`config.mk`:
```
export PLATFORM = sky130hd
export DESIGN_NAME = kbd_top
export DESIGN_NICKNAME = d
export VERILOG_FILES = /design/src/design/kbd_pkg.sv /design/src/design/ps2_rx.sv /design/src/design/scancode_rom.sv /design/src/design/scancode_convert.sv /design/src/design/key_fifo.sv /design/src/design/kbd_apb_regs.sv /design/src/design/kbd_top.sv
export SDC_FILE = /design/constraint.sdc
export NUM_CORES = 1
export LEC_CHECK = 0
export BUFFER_PORTS_ARGS = -buffer_cell sky130_fd_sc_hd__buf_2
export CORE_MARGIN = 1
export CORE_UTILIZATION = 45
export CTS_BUF_LIST = sky130_fd_sc_hd__clkbuf_4 sky130_fd_sc_hd__clkbuf_8 sky130_fd_sc_hd__clkbuf_16
export DETAILED_ROUTE_END_ITERATION = 12
export PLACE_DENSITY_LB_ADDON = 0.05
export SLEW_MARGIN = 20
export SYNTH_ARGS = -nofsm -noshare
export SYNTH_HDL_FRONTEND = slang
export SYNTH_SLANG_ARGS = --single-unit
```
`constraint.sdc`:
```
create_clock -name clk -period 3.35 [get_ports clk]
set_clock_uncertainty 0.05 [all_clocks]
set_input_delay 0.1675 -clock clk [delete_from_list [all_inputs] [get_ports clk]]
set_output_delay 0.1675 -clock clk [all_outputs]
set_load 0.02 [all_outputs]
```
`src/design/kbd_pkg.sv`:
```
/*
 * Shared widths, prefix bytes and enums for the PS/2 keyboard front end.
 * FIFO_DEPTH must stay a power of two so the FIFO pointers wrap cleanly.
 */

package kbd_pkg;

   ////////////////////////////////////////////////////////////////////////////
   // Keycode and FIFO sizing
   ////////////////////////////////////////////////////////////////////////////

   // Bit 8 is the break flag, bits 7:0 the translated code
   localparam int KEYCODE_W  = 9;
   localparam int FIFO_DEPTH = 8;

   // PS/2 set 2 prefix bytes
   localparam logic [7:0] CODE_E0 = 8'hE0;
   localparam logic [7:0] CODE_F0 = 8'hF0;

   ////////////////////////////////////////////////////////////////////////////
   // Enums
   ////////////////////////////////////////////////////////////////////////////

   // Prefix tracking states of the scancode converter
   typedef enum logic [2:0] {
      IDLE,
      E0,
      F0,
      E0F0,
      CONVERT_DOWN,
      CONVERT_UP,
      STROBE
   } conv_state_t;

   // APB register word offsets
   typedef enum logic [3:0] {
      REG_STATUS = 4'h0,
      REG_DATA   = 4'h4,
      REG_CTRL   = 4'h8
   } kbd_reg_t;

endpackage

```
`src/design/ps2_rx.sv`:
```
/*
 * PS/2 device-to-host receiver. No bit timeout, so a glitch on ps2_clk can
 * leave the bit counter out of step until the next clean frame boundary.
 */

`timescale 1ns/10ps

module ps2_rx (
   input  logic       clk,
   input  logic       reset,
   input  logic       ps2_clk,
   input  logic       ps2_data,
   output logic       code_valid,
   output logic [7:0] code,
   output logic       frame_err
);

   logic [1:0] clk_sync;
   logic [1:0] data_sync;
   logic       clk_prev;
   logic       fall;
   logic [3:0] bit_cnt;
   logic [9:0] shift;
   logic       frame_done;
   logic       chk_valid;
   logic       chk_ok;
   logic [7:0] chk_data;

   // Two flop synchronizers, lines idle high
   always_ff @(posedge clk) begin
      if (reset) begin
         clk_sync  <= 2'b11;
         data_sync <= 2'b11;
         clk_prev  <= 1'b1;
      end else begin
         clk_sync  <= {clk_sync[0], ps2_clk};
         data_sync <= {data_sync[0], ps2_data};
         clk_prev  <= clk_sync[1];
      end
   end

   // Keyboard clock falling edge, data is stable here
   assign fall = clk_prev & ~clk_sync[1];

   // Bit counter
   // 0 waits for a low start bit, 1..10 take data, parity and stop
   always_ff @(posedge clk) begin
      if (reset) begin
         bit_cnt    <= 4'd0;
         frame_done <= 1'b0;
      end else begin
         frame_done <= 1'b0;
         if (fall) begin
            if (bit_cnt == 4'd0) begin
               if (!data_sync[1])
                  bit_cnt <= 4'd1;
            end else if (bit_cnt == 4'd10) begin
               bit_cnt    <= 4'd0;
               frame_done <= 1'b1;
            end else begin
               bit_cnt <= bit_cnt + 4'd1;
            end
         end
      end
   end

   // LSB arrives first, so shift in from the top
   // After stop: [9] stop, [8] parity, [7:0] data
   always_ff @(posedge clk) begin
      if (fall && bit_cnt != 4'd0)
         shift <= {data_sync[1], shift[9:1]};
   end

   // Check stage
   // Odd parity over data plus parity bit, stop must be high
   always_ff @(posedge clk) begin
      if (reset)
         chk_valid <= 1'b0;
      else
         chk_valid <= frame_done;
   end

   always_ff @(posedge clk) begin
      if (frame_done) begin
         chk_data <= shift[7:0];
         chk_ok   <= (^shift[8:0]) & shift[9];
      end
   end

   // Output stage, one pulse per frame
   always_ff @(posedge clk) begin
      if (reset) begin
         code_valid <= 1'b0;
         frame_err  <= 1'b0;
      end else begin
         code_valid <= chk_valid & chk_ok;
         frame_err  <= chk_valid & ~chk_ok;
      end
   end

   // Byte only updates on a good frame
   always_ff @(posedge clk) begin
      if (chk_valid && chk_ok)
         code <= chk_data;
   end

   a_valid_err_excl: assert property (@(posedge clk) disable iff (reset)
      !(code_valid && frame_err));

endmodule

```
`src/design/scancode_rom.sv`:
```
/*
 * Small fixed PS/2 set 2 to Space Cadet table. Address bit 8 is the E0 flag.
 * Anything not listed returns 0 and is dropped by the converter.
 */

`timescale 1ns/10ps

module scancode_rom (
   input  logic [8:0] addr,
   output logic [7:0] data
);

   ////////////////////////////////////////////////////////////////////////////
   // Translation table
   ////////////////////////////////////////////////////////////////////////////

   always_comb begin
      case (addr)
         // Plain keys
         9'h01C: begin
            // A
            data = 8'h23;
         end
         9'h032: begin
            // B
            data = 8'h3C;
         end
         9'h05A: begin
            // Enter maps to Return
            data = 8'h36;
         end
         9'h029: begin
            // Space
            data = 8'h13;
         end

         // Extended keys
         9'h175: begin
            // Up arrow
            data = 8'h6B;
         end
         9'h172: begin
            // Down arrow
            data = 8'h6C;
         end
         9'h114: begin
            // Right control
            data = 8'h7A;
         end

         // Unmapped
         default: begin
            data = 8'h00;
         end
      endcase
   end

endmodule

```
`src/design/scancode_convert.sv`:
```
/*
 * Prefix state machine for E0 and F0. Expects bytes no closer than one
 * PS/2 frame apart and never stalls, so events meeting a full FIFO are lost.
 */

`timescale 1ns/10ps

module scancode_convert (
   input  logic                          clk,
   input  logic                          reset,
   input  logic                          enable,
   input  logic                          code_valid,
   input  logic [7:0]                    code,
   input  logic [7:0]                    rom_data,
   input  logic                          full,
   output logic [8:0]                    rom_addr,
   output logic                          push,
   output logic [kbd_pkg::KEYCODE_W-1:0] push_code,
   output logic                          overflow
);

   import kbd_pkg::*;

   conv_state_t state;
   conv_state_t state_ns;
   logic [7:0]  sc;
   logic        e0_flag;
   logic        accept;
   logic        mapped;

   // Disable only blocks new sequences, a started one runs to the end
   assign accept = code_valid & (enable | (state != IDLE));

   ////////////////////////////////////////////////////////////////////////////
   // State machine
   ////////////////////////////////////////////////////////////////////////////

   always_ff @(posedge clk) begin
      if (reset)
         state <= IDLE;
      else
         state <= state_ns;
   end

   always_comb begin
      state_ns = state;
      case (state)
         IDLE: begin
            if (accept) begin
               if (code == CODE_E0)
                  state_ns = E0;
               else if (code == CODE_F0)
                  state_ns = F0;
               else
                  state_ns = CONVERT_DOWN;
            end
         end
         E0: begin
            if (accept)
               state_ns = (code == CODE_F0) ? E0F0 : CONVERT_DOWN;
         end
         F0, E0F0: begin
            if (accept)
               state_ns = CONVERT_UP;
         end
         CONVERT_DOWN, CONVERT_UP: begin
            state_ns = STROBE;
         end
         STROBE: begin
            state_ns = IDLE;
         end
         default: begin
            state_ns = IDLE;
         end
      endcase
   end

   ////////////////////////////////////////////////////////////////////////////
   // Byte, prefix flag and keycode
   ////////////////////////////////////////////////////////////////////////////

   // Last accepted byte, prefixes get overwritten by the final byte
   always_ff @(posedge clk) begin
      if (accept)
         sc <= code;
   end

   // E0 flag stays up through STROBE so the ROM address holds
   always_ff @(posedge clk) begin
      if (reset)
         e0_flag <= 1'b0;
      else if (state == IDLE && accept && code == CODE_E0)
         e0_flag <= 1'b1;
      else if (state == STROBE)
         e0_flag <= 1'b0;
   end

   assign rom_addr = {e0_flag, sc};

   // Break flag on top of the translated code
   always_ff @(posedge clk) begin
      if (state == CONVERT_DOWN || state == CONVERT_UP)
         push_code <= {state == CONVERT_UP, rom_data};
   end

   // Zero entry means unmapped, drop it quietly
   assign mapped   = (rom_data != 8'h00);
   assign push     = (state == STROBE) & mapped & ~full;
   assign overflow = (state == STROBE) & mapped & full;

   ////////////////////////////////////////////////////////////////////////////
   // Checks
   ////////////////////////////////////////////////////////////////////////////

   // Receiver spacing keeps bytes out of the convert states
   a_code_in_accept: assert property (@(posedge clk) disable iff (reset)
      code_valid |-> state inside {IDLE, E0, F0, E0F0});

   a_push_ovf_excl: assert property (@(posedge clk) disable iff (reset)
      !(push && overflow));

endmodule

```
`src/design/key_fifo.sv`:
```
/*
 * Keycode FIFO, head entry shown combinationally. Flush wins over push and
 * pop. Pushes while full are ignored, the writer flags them itself.
 */

`timescale 1ns/10ps

module key_fifo (
   input  logic                          clk,
   input  logic                          reset,
   input  logic                          push,
   input  logic [kbd_pkg::KEYCODE_W-1:0] push_code,
   input  logic                          pop,
   input  logic                          flush,
   output logic [kbd_pkg::KEYCODE_W-1:0] pop_code,
   output logic                          full,
   output logic                          empty,
   output logic [3:0]                    count
);

   import kbd_pkg::*;

   localparam int PTR_W = $clog2(FIFO_DEPTH);

   logic [KEYCODE_W-1:0] mem [FIFO_DEPTH];
   logic [PTR_W-1:0]     wr_ptr;
   logic [PTR_W-1:0]     rd_ptr;
   logic                 wr_en;
   logic                 rd_en;

   assign wr_en = push & ~full;
   assign rd_en = pop & ~empty;

   // Storage
   always_ff @(posedge clk) begin
      if (wr_en && !flush)
         mem[wr_ptr] <= push_code;
   end

   // Pointers and occupancy
   always_ff @(posedge clk) begin
      if (reset || flush) begin
         wr_ptr <= '0;
         rd_ptr <= '0;
         count  <= 4'd0;
      end else begin
         if (wr_en)
            wr_ptr <= wr_ptr + 1'b1;
         if (rd_en)
            rd_ptr <= rd_ptr + 1'b1;
         if (wr_en && !rd_en)
            count <= count + 4'd1;
         else if (rd_en && !wr_en)
            count <= count - 4'd1;
      end
   end

   assign pop_code = mem[rd_ptr];
   assign empty    = (count == 4'd0);
   assign full     = (count == 4'(FIFO_DEPTH));

   a_no_push_full: assert property (@(posedge clk) disable iff (reset) push |-> !full);
   a_no_pop_empty: assert property (@(posedge clk) disable iff (reset) pop |-> !empty);

endmodule

```
`src/design/kbd_apb_regs.sv`:
```
/*
 * APB slave with no wait states. Offsets outside STATUS, DATA and CTRL
 * answer with pslverr. Reading DATA pops the FIFO.
 */

`timescale 1ns/10ps

module kbd_apb_regs (
   input  logic                          clk,
   input  logic                          reset,
   input  logic                          psel,
   input  logic                          penable,
   input  logic                          pwrite,
   input  logic [3:0]                    paddr,
   input  logic [31:0]                   pwdata,
   input  logic                          empty,
   input  logic [3:0]                    count,
   input  logic [kbd_pkg::KEYCODE_W-1:0] pop_code,
   input  logic                          frame_err,
   input  logic                          overflow,
   output logic [31:0]                   prdata,
   output logic                          pready,
   output logic                          pslverr,
   output logic                          enable,
   output logic                          pop,
   output logic                          flush
);

   import kbd_pkg::*;

   kbd_reg_t reg_sel;
   logic     access;
   logic     addr_ok;
   logic     wr_status;
   logic     wr_ctrl;
   logic     ovf_flag;
   logic     err_flag;

   assign reg_sel = kbd_reg_t'(paddr);
   assign access  = psel & penable;
   assign addr_ok = reg_sel inside {REG_STATUS, REG_DATA, REG_CTRL};

   assign pready  = 1'b1;
   assign pslverr = access & ~addr_ok;

   assign wr_status = access & pwrite & (reg_sel == REG_STATUS);
   assign wr_ctrl   = access & pwrite & (reg_sel == REG_CTRL);

   // FIFO strobes
   assign pop   = access & ~pwrite & (reg_sel == REG_DATA) & ~empty;
   assign flush = wr_ctrl & pwdata[1];

   ////////////////////////////////////////////////////////////////////////////
   // Control and sticky flags
   ////////////////////////////////////////////////////////////////////////////

   always_ff @(posedge clk) begin
      if (reset) begin
         enable   <= 1'b0;
         ovf_flag <= 1'b0;
         err_flag <= 1'b0;
      end else begin
         if (wr_ctrl)
            enable <= pwdata[0];
         // Set beats W1C in the same cycle
         ovf_flag <= overflow | (ovf_flag & ~(wr_status & pwdata[1]));
         err_flag <= frame_err | (err_flag & ~(wr_status & pwdata[2]));
      end
   end

   // Read mux
   always_comb begin
      prdata = 32'd0;
      if (psel) begin
         case (reg_sel)
            REG_STATUS: prdata = {24'd0, count, 1'b0, err_flag, ovf_flag, ~empty};
            REG_DATA: begin
               if (!empty)
                  prdata = {{(32 - KEYCODE_W){1'b0}}, pop_code};
            end
            REG_CTRL:   prdata = {31'd0, enable};
            default:    prdata = 32'd0;
         endcase
      end
   end

endmodule

```
`src/design/kbd_top.sv`:
```
/*
 * PS/2 keyboard front end with an APB host port.
 * Keyboard lines are asynchronous and are synchronized inside the receiver.
 */

`timescale 1ns/10ps

module kbd_top (
   input  logic        clk,
   input  logic        reset,
   input  logic        ps2_clk,
   input  logic        ps2_data,
   input  logic        psel,
   input  logic        penable,
   input  logic        pwrite,
   input  logic [3:0]  paddr,
   input  logic [31:0] pwdata,
   output logic [31:0] prdata,
   output logic        pready,
   output logic        pslverr
);

   import kbd_pkg::*;

   logic                 code_valid;
   logic [7:0]           code;
   logic                 frame_err;
   logic [8:0]           rom_addr;
   logic [7:0]           rom_data;
   logic                 push;
   logic [KEYCODE_W-1:0] push_code;
   logic                 overflow;
   logic                 enable;
   logic                 pop;
   logic                 flush;
   logic [KEYCODE_W-1:0] pop_code;
   logic                 full;
   logic                 empty;
   logic [3:0]           count;

   ps2_rx i_ps2_rx (
      .clk(clk), .reset(reset), .ps2_clk(ps2_clk), .ps2_data(ps2_data),
      .code_valid(code_valid), .code(code), .frame_err(frame_err));

   scancode_convert i_scancode_convert (
      .clk(clk), .reset(reset), .enable(enable), .code_valid(code_valid),
      .code(code), .rom_data(rom_data), .full(full), .rom_addr(rom_addr),
      .push(push), .push_code(push_code), .overflow(overflow));

   scancode_rom i_scancode_rom (.addr(rom_addr), .data(rom_data));

   key_fifo i_key_fifo (
      .clk(clk), .reset(reset), .push(push), .push_code(push_code), .pop(pop),
      .flush(flush), .pop_code(pop_code), .full(full), .empty(empty), .count(count));

   kbd_apb_regs i_kbd_apb_regs (
      .clk(clk), .reset(reset), .psel(psel), .penable(penable), .pwrite(pwrite),
      .paddr(paddr), .pwdata(pwdata), .empty(empty), .count(count),
      .pop_code(pop_code), .frame_err(frame_err), .overflow(overflow),
      .prdata(prdata), .pready(pready), .pslverr(pslverr), .enable(enable),
      .pop(pop), .flush(flush));

endmodule

```
* Word level (Yosys, flattened, before mapping)
Memories as Yosys holds them, arrays and structs flattened. A register that Yosys moved wholly into a read port is not among the register bits. Cells that the tools add are included.
Word-level totals: bits in registers 74, bits in writable memories 72, output and inout port bits 34, memories 1
Memories:
- i_key_fifo.mem | depth 8, bits a word 9, read ports 1, clocked after memory_dff 1, wr ports 1, line key_fifo.sv:25 | logic [KEYCODE_W-1:0] mem [FIFO_DEPTH];
Cells by class: $add $sub $neg 5, equal/unequal tests 23, multiplexer cells 23, bitwise operators 35, reductions and logical operators 28
Operators by type and width (number):
- $pmux W32 S3 | 1
- $pmux W7 S7 | 1
- $mux W32 | 1
- $eq A9 B9 Y1 const B | 3
- $mux W3 | 8
- $and A1 B1 Y1 | 23
- $mux W4 | 5
- $eq A9 B6 Y1 const B | 2
- $eq A8 B8 Y1 const B | 2
- $eq A4 B4 Y1 const B | 3
- $logic_not A4 Y1 | 3
- $pmux W3 S4 | 1
- $eq A3 B3 Y1 const B | 3
- $eq A9 B5 Y1 const B | 1
- $eq A9 B7 Y1 const B | 1
- $mux W9 | 1
- $not A1 Y1 | 9
- $reduce_xor A9 Y1 | 1
- $add A4 B1 Y4 const B | 2
- $reduce_bool A8 Y1 | 1
- $logic_and A1 B1 Y1 | 7
- $add A3 B1 Y3 const B | 2
- $eq A3 B2 Y1 const B | 2
- $ne A2 B1 Y1 const B | 3
- other kinds (16) | 28

* Logic depth before layout (Yosys ltp)
Gate-level depths: netlist of run 1.
word-level depth 10, depth in mapped cells 12

* By module
From an unflattened synthesis of run 1, not the netlist that was laid out.
Unflattened totals: cells, all modules 428, area total of the unflattened synthesis 6486.2 um^2
By module, submodules not included:
- key_fifo | times used 1, cells an instance 178, area an instance 3394.5 um^2
- ps2_rx | times used 1, cells an instance 89, area an instance 1445.1 um^2
- scancode_convert | times used 1, cells an instance 51, area an instance 855.8 um^2
- kbd_apb_regs | times used 1, cells an instance 73, area an instance 541.8 um^2
- scancode_rom | times used 1, cells an instance 37, area an instance 249.0 um^2

* Worst setup path before layout of run 1
No wires, ideal clock.
path type reg-to-reg, start point register i_scancode_convert.sc[7], end point register i_key_fifo.count[3], library setup time 70 ps, data arrival time 2804 ps, required time 3230 ps, setup slack 426 ps, cell stages (with the launch flop) 13, path buffers 0, cell sequence edfxtp_1 and4b_4 nand3_2 a31o_4 a211oi_4 ha_1 inv_1 ha_1 a21o_1 a21oi_1 xnor2_1 or3_1 a21oi_1
On the way: word-level cells in the longest chain between the ends 9, elaborated cells on any way between the ends 17
RTL lines:
- start: declaration | line scancode_convert.sv:26 | logic [7:0] sc;
- start signal: assignment | line scancode_convert.sv:85 | sc <= code;
- $eq A9 B9 Y1, or another cell as far along | line scancode_rom.sv:18 | case (addr)
- $pmux W7 S7 (*) | line scancode_rom.sv:18
- $reduce_bool A8 Y1 (*) | line scancode_convert.sv:107 | assign mapped = (rom_data != 8'h00);
- $and A1 B1 Y1 (*) (2 in a row) | line scancode_convert.sv:108 | assign push = (state == STROBE) & mapped & ~full;
- $and A1 B1 Y1 (*) | line key_fifo.sv:31 | assign wr_en = push & ~full;
- named net i_key_fifo.wr_en | line key_fifo.sv:28 | logic wr_en;
- $logic_not A1 Y1 | line key_fifo.sv:53 | else if (rd_en && !wr_en)
- $logic_and A1 B1 Y1 | line key_fifo.sv:53
- $reduce_bool A2 Y1 (no source line)
- end signal: assignment | line key_fifo.sv:52 | count <= count + 4'd1;
- end signal: assignment | line key_fifo.sv:54 | count <= count - 4'd1;
- end: declaration | line key_fifo.sv:18 | output logic [3:0] count
The timed path passes the listed nets; every way through them passes the cells marked *. A chain may end at the register's enable or synchronous reset.

* Final worst setup path of run 1
Ends and elaborated chain as after synthesis.

==> results by group, run 1 <==
Status
  – Status: completed

Floorplanning
  – Initial Util: 0.467
  – Placeable Area: approximately 13,000 sq um
  – IO Pins: 77
  – FP Rows: a little over 40
  – Chip width: roughly 120 um
  – Die ar.: 13,700 sq um
  – Die Ht: 117 um

STA
  – Unrepaired setup endpoints after global routing: false
  – Relative slew margins: 0.484
  – Tmin final: ~3.2 ns
  – Worst-margin pin slew: 0.773 ns
  – Final setup TNS: 0 ns
  – Final hold vios: 0
  – Max Transition Viols Final: 0
  – Fin Hold WS: 0.0319 ns
  – Period utilization: 0.949
  – Final setup viols: 0
  – Fmax achieved: about 310 MHz

CTS
  – # H-tree levels: 4
  – Clk Latency, worst-skew pair: between 0.4 and 0.5 ns
  – CTS Buf Count: 17
  – CTS tree: built
  – Clock Sinks: 140
  – CTS clk-pin slew, worst paths: ~0.06 ns
  – CTS root buffer: clkbuf_16
  – Clock Path Buffers: 2

Yosys
  – Post-synth ARST share: 0
  – Syn Area/Cell: 14.4 sq um
  – Post-Syn Instances: slightly above 400
  – Post-synth top area share: 0.538
  – Commonest cells in the synthesized netlist: edfxtp_1, dfxtp_1, buf_4, nand2_1, nor2_1
  – #FFs+latches synth: 140
  – Netlist cell types: between 50 and 60
  – Most area-consuming cells after synthesis: edfxtp_1, dfxtp_1, mux4_2
  – Synth Warn #: 0
  – Ys flop type: edfxtp_1
  – Count leader, synth: edfxtp_1
  – EDFF count, synth: 107
  – Mapped Area: approximately 6000 sq um
  – Post-synth top area cell: edfxtp_1
  – Post-synthesis sequential area ratio: 0.649

Pwr
  – Clock share of power: 0.511
  – Power density cells: around 560 nW/um^2
  – Flop pwr share: 0.474
  – Switching Power: just under 0.0008 W
  – Internal: around 0.0031 W
  – P_leak: 2.39 nW
  – Net Sw Frac: 0.200
  – Worst vdd ir: 0.000339 V
  – Comb pwr share: 0.015

Setup path
  – Req. time, crit path: around 3.7 ns
  – Crit start category: flip-flop
  – Crit path kind: flip-flop to flip-flop
  – Crit path max fanout: 5
  – CP arrival: approximately 3.5 ns
  – CP Capture Type: flip-flop

Route
  – TritonRoute pass-1 iters: 4
  – Drt drc: 0
  – Routed len/inst: about 16 um
  – Drt initial violations: about 220
  – Via count: 3,290
  – Post-route ant nets: 0
  – Vias/cell: roughly 5.1
  – Routed WL: 10.4 mm

Placed design
  – Post-DP Area: between 6000 and 7000 sq um
  – DP HPWL: around 7.1 mm
  – Gpl congestion: around 0.84
  – Inst Count DP: between 600 and 700
  – Port bufs: 23

Global route
  – Remaining Overflow, GRT: 0
  – Vias in the first global route: between 3,000 and 4,000
  – First-pass GRT wire length: 16.3 mm
  – Largest net degree at the start of global routing: 25
  – Tot GR Track Use: 0.169
  – Initial antenna violation count: 0

Final layout
  – Layout area overhead: 17.0%
  – Final Core Density: 0.547
  – Share of cells above drive strength 1: 0.237
  – Post-route cell area: between 6000 and 7000 sq um
  – Non-filler cells, final: approximately 650
  – N_diodes: 0
  – NumNets Final: just over 500

Worst hold path
  – HP Class: input port to flip-flop

Job
  – Max-Cap Viols: 0
[worst max-delay path, cell delays in order, from the launching register on]
cell and delay (ns):
edfxtp_1 0.49, and4b_4 0.42, nand3_2 0.09, a31o_4 0.29, a211oi_4 0.28, ha_2 0.24
inv_1 0.08, ha_1 0.28, a21o_1 0.17, a21oi_1 0.17, xnor2_1 0.09, or3_1 0.31
a21oi_1 0.14
[stage by stage]
step	total power, W	setup slack, ns
after global placement	0.00194	0.266
final	0.00390	0.169
after CTS	0.00394	0.188
after global routing	0.00403	0.0107
after floorplan	0.00195	0.426
after detailed placement	0.00194	0.206
[kinds of logic (layout without fill, tap and decap cells)]
| family | count (synthesis) | after routing | synth area share |
|---|---|---|---|
| other | 2 | 24 | 0.00126 |
| adder cells (fa/ha/maj) | 9 | 9 | 0.0201 |
| multiplexers | 29 | 29 | 0.0822 |
| buffers and inverters | 45 | 85 | 0.0446 |
| AO/OA/AOI/OAI | 38 | 38 | 0.0453 |
| flip-flops | 140 | 140 | 0.649 |
| AND/OR/NAND/NOR | 138 | 138 | 0.139 |
| XOR/XNOR | 13 | 13 | 0.0191 |
[sequential cells by signal, summed over array words and instances (netlist names), 2 cells and up, named ones only]
register and flops:
i_key_fifo.wr_ptr 3, i_ps2_rx.bit_cnt 4, i_scancode_convert.push_code 8, i_key_fifo.rd_ptr 3, i_ps2_rx.data_sync 2, i_ps2_rx.code 8
i_ps2_rx.chk_data 8, i_scancode_convert.state 3, i_ps2_rx.shift 10, i_key_fifo.mem 64, i_ps2_rx.clk_sync 2, i_key_fifo.count 4
i_scancode_convert.sc 8
[worst paths after layout]
| kind | to | startpoint | slack [ns] | cells after the start |
|---|---|---|---|---|
| setup / recovery | i_key_fifo.count[3] | i_scancode_convert.sc[7] | 0.17 | 12 |
| hold reg to reg | i_ps2_rx.clk_sync[1] | i_ps2_rx.clk_sync[0] | 0.36 | 1 |
| hold / removal | i_kbd_apb_regs.err_flag | pwdata[2] | 0.03 | 4 |
| setup reg to reg | i_key_fifo.count[3] | i_scancode_convert.sc[7] | 0.17 | 12 |
[cell usage in the layout, fill, tap and decap left out, drive strengths merged, types with 11 or more instances in the layout]
cell type,instances
conb,24
nand3,12
edfxtp,107
mux4,16
inv,13
nor2,21
nor4,11
nand2,25
clkbuf,17
dfxtp,33
xnor2,11
o21ai,11
buf,41
mux2i,13
[power groups by stage]
| stage | Sequential, W | Clock (W) | Combinational [W] |
|---|---|---|---|
| floorplan | 0.00188 | 0 | 0.0000616 |
| CTS | 0.00185 | 0.00204 | 0.0000587 |
| detailed placement | 0.00188 | 0 | 0.0000551 |
| global route | 0.00185 | 0.00212 | 0.0000645 |
| global placement | 0.00188 | 0 | 0.0000546 |
| finish | 0.00185 | 0.00199 | 0.0000588 |
[area by class of cell]
class / count / area, sq um
Clock inverter: 15 / 210
Clock buffer: 17 / 425
Timing Repair Buffer: 45 / 290
Sequential cell: 140 / 3870
Inverter: 8 / 30.0
Multi-Input combinational cell: 251 / 1940
Tap cell: 172 / 215
Fill cell: 1054 / 5790
[routing by layer]
metal | track usage | share of wire | vias to the layer above
li1 | - | - | 1622
met1 | 0.184 | 0.42 | 1597
met2 | 0.303 | 0.54 | 55
met3 | 0.0391 | 0.025 | 16
met4 | 0.0937 | 0.019 | 0
met5 | 0 | 0 | -
[what timing repair did]
action | CTS | global route
endpoints found under the setup margin | 0 | 1
hold endpoints to repair | 4 | 0
buffers inserted | 0 | 1
gates resized for setup | 0 | 6
hold buffers | 4 | 0
Power figures use the tool's default switching activity.
==> inputs of run 2 (changes only) <==
--- a/config.mk
+++ b/config.mk
@@ -14,4 +14,5 @@
 export SLEW_MARGIN = 20
 export SYNTH_ARGS = -nofsm -noshare
 export SYNTH_HDL_FRONTEND = slang
+export SYNTH_HIERARCHICAL = 1
 export SYNTH_SLANG_ARGS = --single-unit
==> results by group, run 2 <==
Status
  – Status: complete, but fails checks (was completed)
  – Failing checks: negative setup slack

Floorplanning
  – IO Pins: 77 (unchanged)
  – FP Rows: 43 (was 41)
  – Die Ht: 122 um (was 117 um)
  – Initial Util: 0.464 (was 0.467)
  – Placeable Area: 14,000 sq um (was 12,800 sq um)
  – Die ar.: 14,900 sq um (was 13,700 sq um)
  – Chip width: 122 um (was 117 um)

CTS
  – Clk Latency, worst-skew pair: 0.41 ns (was 0.42 ns)
  – CTS root buffer: clkbuf_16 (unchanged)
  – Clock Sinks: 149 (was 140)
  – CTS clk-pin slew, worst paths: 0.06 ns (about the same)
  – CTS Buf Count: 17 (unchanged)
  – Clock Path Buffers: 2 (unchanged)
  – # H-tree levels: 4 (unchanged)
  – CTS tree: built (unchanged)

Setup path
  – Crit start category: flip-flop (unchanged)
  – Worst Reg2Reg Path Length in Cells: 14 (was 12)
  – R2r startpoint: i_scancode_convert/sc[6] (was i_scancode_convert.sc[7])
  – Crit path max fanout: 3 (was 5)
  – CP Capture Type: flip-flop (unchanged)
  – Crit path kind: flip-flop to flip-flop (unchanged)
  – CP arrival: 3.69 ns (was 3.48 ns)
  – Crit path to: i_key_fifo/count[3] (was i_key_fifo.count[3])
  – Setup crit start: i_scancode_convert/sc[6] (was i_scancode_convert.sc[7])
  – Reg2reg setup slack: -0.03 ns (was 0.17 ns)
  – Req. time, crit path: 3.66 ns (was 3.65 ns)
  – Crit Reg-Reg Endpoint: i_key_fifo/count[3] (was i_key_fifo.count[3])

Global route
  – Largest net degree at the start of global routing: 24 (was 25)
  – Tot GR Track Use: 0.180 (was 0.169)
  – First-pass GRT wire length: 19.6 mm (was 16.3 mm)
  – Initial antenna violation count: 0 (unchanged)
  – Vias in the first global route: 3,676 (was 3,232)
  – Remaining Overflow, GRT: 0 (unchanged)

Placed design
  – Gpl congestion: 0.860 (was 0.843)
  – Port bufs: 23 (unchanged)
  – DP HPWL: 8.78 mm (was 7.14 mm)
  – Inst Count DP: 660 (was 611)

Yosys
  – Count leader, synth: edfxtp_1 (unchanged)
  – Most area-consuming cells after synthesis: edfxtp_1, dfxtp_1, mux4_2 (unchanged)
  – Post-synth top area share: 0.537 (was 0.538)
  – Syn Area/Cell: 15.2 sq um (was 14.4 sq um)
  – #FFs+latches synth: 149 (was 140)
  – Post-Syn Instances: 428 (was 414)
  – Synth Warn #: 6 (was 0)
  – Ys flop type: edfxtp_1 (unchanged)
  – Netlist cell types: 78 (was 57)
  – Post-synth ARST share: 0 (unchanged)
  – EDFF count, synth: 116 (was 107)
  – Post-synthesis sequential area ratio: 0.639 (was 0.649)
  – Commonest cells in the synthesized netlist: edfxtp_1, dfxtp_1, nor2_1 (was edfxtp_1, dfxtp_1, buf_4, nand2_1, nor2_1)
  – Post-synth top area cell: edfxtp_1 (unchanged)
  – Mapped Area: 6490 sq um (was 5970 sq um)

Final layout
  – Final Core Density: 0.554 (was 0.547)
  – Commonest cells after routing, fill and taps aside: edfxtp_1, buf_4, dfxtp_1 (was edfxtp_1, dfxtp_1, nand2_1)
  – NumNets Final: 557 (was 515)
  – FILL cells: 1,162 (was 1,054)
  – Layout area overhead: 19.6% (was 17.0%)
  – Share of cells above drive strength 1: 0.355 (was 0.237)
  – N_diodes: 0 (unchanged)
  – Commonest non-fill, non-tap cell in the layout: edfxtp_1 (unchanged)
  – Largest registers: i_key_fifo/mem: 72 flops, i_ps2_rx/shift: 10 flops, i_scancode_convert/push_code: 9 flops (was i_key_fifo.mem: 64 flops, i_ps2_rx.shift: 10 flops)
  – Max FFs per register: 72 (was 64)
  – Non-filler cells, final: 698 (was 648)
  – Reg area: 4140 sq um (was 3870 sq um)
  – Area of the multi-input gates: 2300 sq um (was 1940 sq um)
  – Largest register by flop count: i_key_fifo/mem (was i_key_fifo.mem)

STA
  – Final WS setup: -0.0348 ns (was 0.169 ns)
  – Fmax achieved: 295 MHz (was 314 MHz)
  – Final setup TNS: -0.0348 ns (was 0 ns)
  – Tmin final: 3.38 ns (was 3.18 ns)
  – Final hold vios: 0 (unchanged)
  – Final setup viols: 1 (was 0)
  – Unrepaired setup endpoints after global routing: true (was false)
  – Period utilization: 1.01 (was 0.949)
  – Relative slew margins: 0.470 (was 0.484)
  – Worst-margin pin slew: 0.793 ns (was 0.773 ns)
  – Max Transition Viols Final: 0 (unchanged)
  – Fin Hold WS: 0.0660 ns (was 0.0319 ns)

Route
  – Drt initial violations: 260 (was 222)
  – Drt drc: 0 (unchanged)
  – Via count: 3,657 (was 3,290)
  – Vias/cell: 5.24 (was 5.08)
  – TritonRoute pass-1 iters: 4 (unchanged)
  – Routed len/inst: 17.5 um (was 16.1 um)
  – Post-route ant nets: 0 (unchanged)
  – Routed WL: 12.2 mm (was 10.4 mm)

Pwr
  – Total chip power: 0.00373 W (was 0.00390 W)
  – P_leak: 2.73 nW (was 2.39 nW)
  – Worst vdd ir: 0.000315 V (was 0.000339 V)
  – Power density cells: 480 nW/um^2 (was 558 nW/um^2)

Job
  – Max-Cap Viols: 0 (unchanged)

Worst hold path
  – HP Class: input port to flip-flop (unchanged)
==> run 2: power breakdown <==
| group | internal [W] | switching (W) |
|---|---|---|
| clock network | 0.000947 | 0.000741 |
| logic | 0.0000187 | 0.0000499 |
| registers | 0.00197 | 0.00000130 |
==> run 2: worst min-delay path by stage <==
stage,from,end,slack [ns],cells past startpoint
after detailed placement,ps2_clk,i_ps2_rx/clk_sync[0],0.31,2
after global routing,pwdata[2],i_kbd_apb_regs/err_flag,0.08,3
after CTS,pwdata[1],i_kbd_apb_regs/ovf_flag,0.0005,3
after global placement,ps2_clk,i_ps2_rx/clk_sync[0],0.31,2
final,pwdata[2],i_kbd_apb_regs/err_flag,0.07,3
after floorplan,reset,i_ps2_rx/bit_cnt[0],0.19,1
==> run 2: kinds of logic (layout without fill, tap and decap cells) <==
| logic type | count (synthesis) | in the layout | share of synthesized area |
|---|---|---|---|
| DFF | 149 | 149 | 0.639 |
| and+or+nand+nor | 128 | 128 | 0.130 |
| buffers and inverters | 49 | 117 | 0.0471 |
| AOI/OAI and AO/OA | 45 | 45 | 0.0561 |
| muxes | 34 | 34 | 0.0889 |
| xor gates and xnor gates | 11 | 11 | 0.0191 |
| adders and majority gates | 9 | 9 | 0.0185 |
| other | 3 | 25 | 0.00174 |
==> run 2: routing by layer <==
| metal | track usage | vias to the layer above | wire [um] |
|---|---|---|---|
| met5 | 0 | - | 0 |
| met4 | 0.0617 | 0 | 97 |
| met3 | 0.0407 | 7 | 393 |
| met2 | 0.277 | 70 | 5830 |
| met1 | 0.252 | 1830 | 5900 |
| li1 | - | 1750 | - |
==> run 2: through the flow <==
| step | setup slack, ns | area [sq um] |
|---|---|---|
| after floorplan | -0.200 | 6570 |
| after global placement | -0.392 | 7020 |
| after detailed placement | -0.452 | 7020 |
| after CTS | -0.0729 | 7670 |
| after global routing | -0.166 | 7750 |
| final | -0.0348 | 7750 |
==> run 2: repair_timing <==
action	4_1_cts	5_1_grt
cloned	0	0
hold endpoints to repair	3	1
resized for setup	15	13
setup buffers	1	2
setup endpoints to repair	75	53
hold buffers	3	1
pin swaps	4	10
==> run 2: final cells by class <==
type                            instances  area share
Clock buffer                           17      0.0549
Clock inverter                         15      0.0137
Inverter                               11     0.00565
Multi-Input combinational cell        252       0.296
Sequential cell                       149       0.534
Tap cell                              180      0.0290
Timing Repair Buffer                   74      0.0660
==> run 2: worst max-delay path: stages, from the launching register on <==
cell	delay (ns)
edfxtp_1	0.43
buf_6	0.15
xor2_1	0.15
or4_4	0.45
o211ai_1	0.31
nor4_4	0.11
a211oi_4	0.29
and2_4	0.22
ha_4	0.15
inv_4	0.05
ha_1	0.28
nand3_2	0.09
a211o_1	0.30
a211oi_2	0.18
a31o_2	0.13
==> inputs of run 3 (changes only) <==
--- a/config.mk
+++ b/config.mk
@@ -11,6 +11,7 @@
 export CTS_BUF_LIST = sky130_fd_sc_hd__clkbuf_4 sky130_fd_sc_hd__clkbuf_8 sky130_fd_sc_hd__clkbuf_16
 export DETAILED_ROUTE_END_ITERATION = 12
 export PLACE_DENSITY_LB_ADDON = 0.05
+export SKIP_CTS_REPAIR_TIMING = 1
 export SLEW_MARGIN = 20
 export SYNTH_ARGS = -nofsm -noshare
 export SYNTH_HDL_FRONTEND = slang
==> results by group, run 3 (synthesis results as in run 2) <==
Status
  – Status: complete, but fails checks (unchanged)
  – Failing checks: negative setup slack (unchanged)

Placed design
  – DP HPWL: 8.78 mm (unchanged)
  – Port bufs: 23 (unchanged)
  – Gpl congestion: 0.860 (unchanged)
  – Inst Count DP: 660 (unchanged)
  – Pre-CTS setup slack: -0.452 ns (unchanged)

Final layout
  – Largest registers: i_key_fifo/mem: 72 flops, i_ps2_rx/shift: 10 flops, i_scancode_convert/push_code: 9 flops (unchanged)
  – NumNets Final: 560 (was 557)
  – Layout area overhead: 20.6% (was 19.6%)
  – Max FFs per register: 72 (unchanged)
  – Commonest non-fill, non-tap cell in the layout: edfxtp_1 (unchanged)
  – Commonest cells after routing, fill and taps aside: edfxtp_1, buf_4, dfxtp_1 (unchanged)
  – Non-filler cells, final: 701 (was 698)
  – Share of cells above drive strength 1: 0.359 (was 0.355)
  – N_diodes: 0 (unchanged)
  – Largest register by flop count: i_key_fifo/mem (unchanged)

Route
  – Drt initial violations: 226 (was 260)
  – TritonRoute pass-1 iters: 5 (was 4)
  – Vias/cell: 5.21 (was 5.24)
  – Via count: 3,653 (was 3,657)
  – Routed len/inst: 17.4 um (was 17.5 um)
  – Routed WL: 12.2 mm (about the same)
  – Drt drc: 0 (unchanged)
  – Post-route ant nets: 0 (unchanged)

STA
  – Period utilization: 1.06 (was 1.01)
  – Tmin final: 3.54 ns (was 3.38 ns)
  – Final WS setup: -0.190 ns (was -0.0348 ns)
  – Relative slew margins: 0.481 (was 0.470)
  – Final hold vios: 0 (unchanged)
  – Unrepaired setup endpoints after global routing: true (unchanged)
  – Final setup viols: 3 (was 1)
  – Max Transition Viols Final: 0 (unchanged)
  – Worst-margin pin slew: 0.777 ns (was 0.793 ns)
  – Fmax achieved: 283 MHz (was 295 MHz)

Pwr
  – Internal: 0.00293 W (about the same)
  – Comb pwr share: 0.018 (about the same)
  – P_leak: 2.76 nW (was 2.73 nW)
  – Clock share of power: 0.453 (about the same)
  – Power density cells: 476 nW/um^2 (was 480 nW/um^2)
  – Worst vdd ir: 0.000315 V (about the same)
  – Net Sw Frac: 0.213 (about the same)
  – Switching Power: 0.000792 W (about the same)
  – Flop pwr share: 0.528 (about the same)

Worst hold path
  – HP Class: input port to flip-flop (unchanged)

Setup path
  – Crit start category: flip-flop (unchanged)
  – Crit path max fanout: 3 (unchanged)
  – WP buf/inv: 2 (unchanged)
  – Req. time, crit path: 3.66 ns (about the same)
  – CP arrival: 3.85 ns (was 3.69 ns)
  – Worst path cell trace: buf_6, xor2_1, or4_4, o211ai_1, nor4_4, a211oi_4, and2_4, ha_4, inv_4, ha_4, nand3_4, a211o_1, a211oi_2, a31o_2 (was buf_6, xor2_1, or4_4, o211ai_1, nor4_4, a211oi_4, and2_4, ha_4, inv_4, ha_1, nand3_2, a211o_1, a211oi_2, a31o_2)
  – Crit path kind: flip-flop to flip-flop (unchanged)
  – Peak per-stage delay on the critical path: 0.55 ns (was 0.45 ns)
  – CP Capture Type: flip-flop (unchanged)
  – Critical Path Most Common Cell: ha_4
  – Reg2reg setup slack: -0.19 ns (was -0.03 ns)
  – Slowest CP cell: or4_4 (unchanged)
  – Top cell family by delay on the critical path: compound AO/OA/AOI/OAI gates (unchanged)

Global route
  – Largest net degree at the start of global routing: 24 (unchanged)
  – Initial antenna violation count: 0 (unchanged)
  – Vias in the first global route: 3,647 (was 3,676)
  – First-pass GRT wire length: 19.4 mm (was 19.6 mm)
  – Tot GR Track Use: 0.179 (was 0.180)
  – Remaining Overflow, GRT: 0 (unchanged)

CTS
  – Clk Latency, worst-skew pair: 0.41 ns (about the same)
  – CTS Buf Count: 17 (unchanged)
  – CTS tree: built (unchanged)
  – CTS root buffer: clkbuf_16 (unchanged)
  – Clock Path Buffers: 2 (unchanged)
  – # H-tree levels: 4 (unchanged)
  – CTS clk-pin slew, worst paths: 0.06 ns (about the same)
  – Clock Sinks: 149 (unchanged)

Floorplanning
  – Die ar.: 14,900 sq um (unchanged)
  – Die Ht: 122 um (unchanged)
  – Chip width: 122 um (unchanged)
  – IO Pins: 77 (unchanged)
  – Placeable Area: 14,000 sq um (unchanged)
  – Initial Util: 0.464 (unchanged)
  – FP Rows: 43 (unchanged)

Job
  – Max-Cap Viols: 0 (unchanged)
[run 3: changes by cell type in the layout (fill, tap and decap cells not counted), sizes merged]
cell,delta
buf,+3
[run 3: power by group through the flow]
| stage | Sequential, W | Combinational (W) | Clock (W) |
|---|---|---|---|
| finish | 0.00197 | 0.0000681 | 0.00169 |
| global route | 0.00197 | 0.0000754 | 0.00181 |
| CTS | 0.00197 | 0.0000628 | 0.00173 |
| detailed placement | 0.00201 | 0.0000630 | 0 |
| global placement | 0.00201 | 0.0000617 | 0 |
| floorplan | 0.00201 | 0.0000638 | 0 |
[run 3: final cells by class]
class,count,area (sq um)
well taps,180,225
clock inverters,15,106
flip-flops and latches,149,4140
multi-input cells,252,2330
clock buffers,17,425
fillers,1150,6170
repair buffers,77,546
inverters,11,43.8
[run 3: routing by layer]
layer | vias to the layer above | part of all wire | track usage
met5 | - | 0 | 0
met4 | 0 | 0.011 | 0.0617
met3 | 13 | 0.038 | 0.0412
met2 | 62 | 0.48 | 0.272
met1 | 1819 | 0.47 | 0.252
li1 | 1759 | - | -
[run 3: path summary, 6_finish.rpt]
kind                            start                       to  cells past startpoint
max          i_scancode_convert/sc[6]      i_key_fifo/count[3]                     14
min                         pwdata[2]  i_kbd_apb_regs/err_flag                      3
max reg2reg  i_scancode_convert/sc[6]      i_key_fifo/count[3]                     14
min reg2reg     i_ps2_rx/data_sync[0]    i_ps2_rx/data_sync[1]                      1
[run 3: worst min-delay path, cell delays in order]
cell and delay (ns):
buf_2 0.09, nor2b_1 0.13, a311oi_1 0.10
[run 3: through the flow]
stage               TNS (ns)  power, W  hold WS [ns]  instance area, sq um  utilization
finish                -0.414   0.00373        0.0669                  7820        0.559
global route           -1.75   0.00385        0.0780                  7820        0.559
CTS                   -12.66   0.00376        -0.133                  7550        0.540
detailed placement    -10.60   0.00207         0.305                  7020        0.502
global placement       -7.75   0.00207         0.306                  7020        0.502
floorplan              -8.25   0.00207         0.186                  6570            -
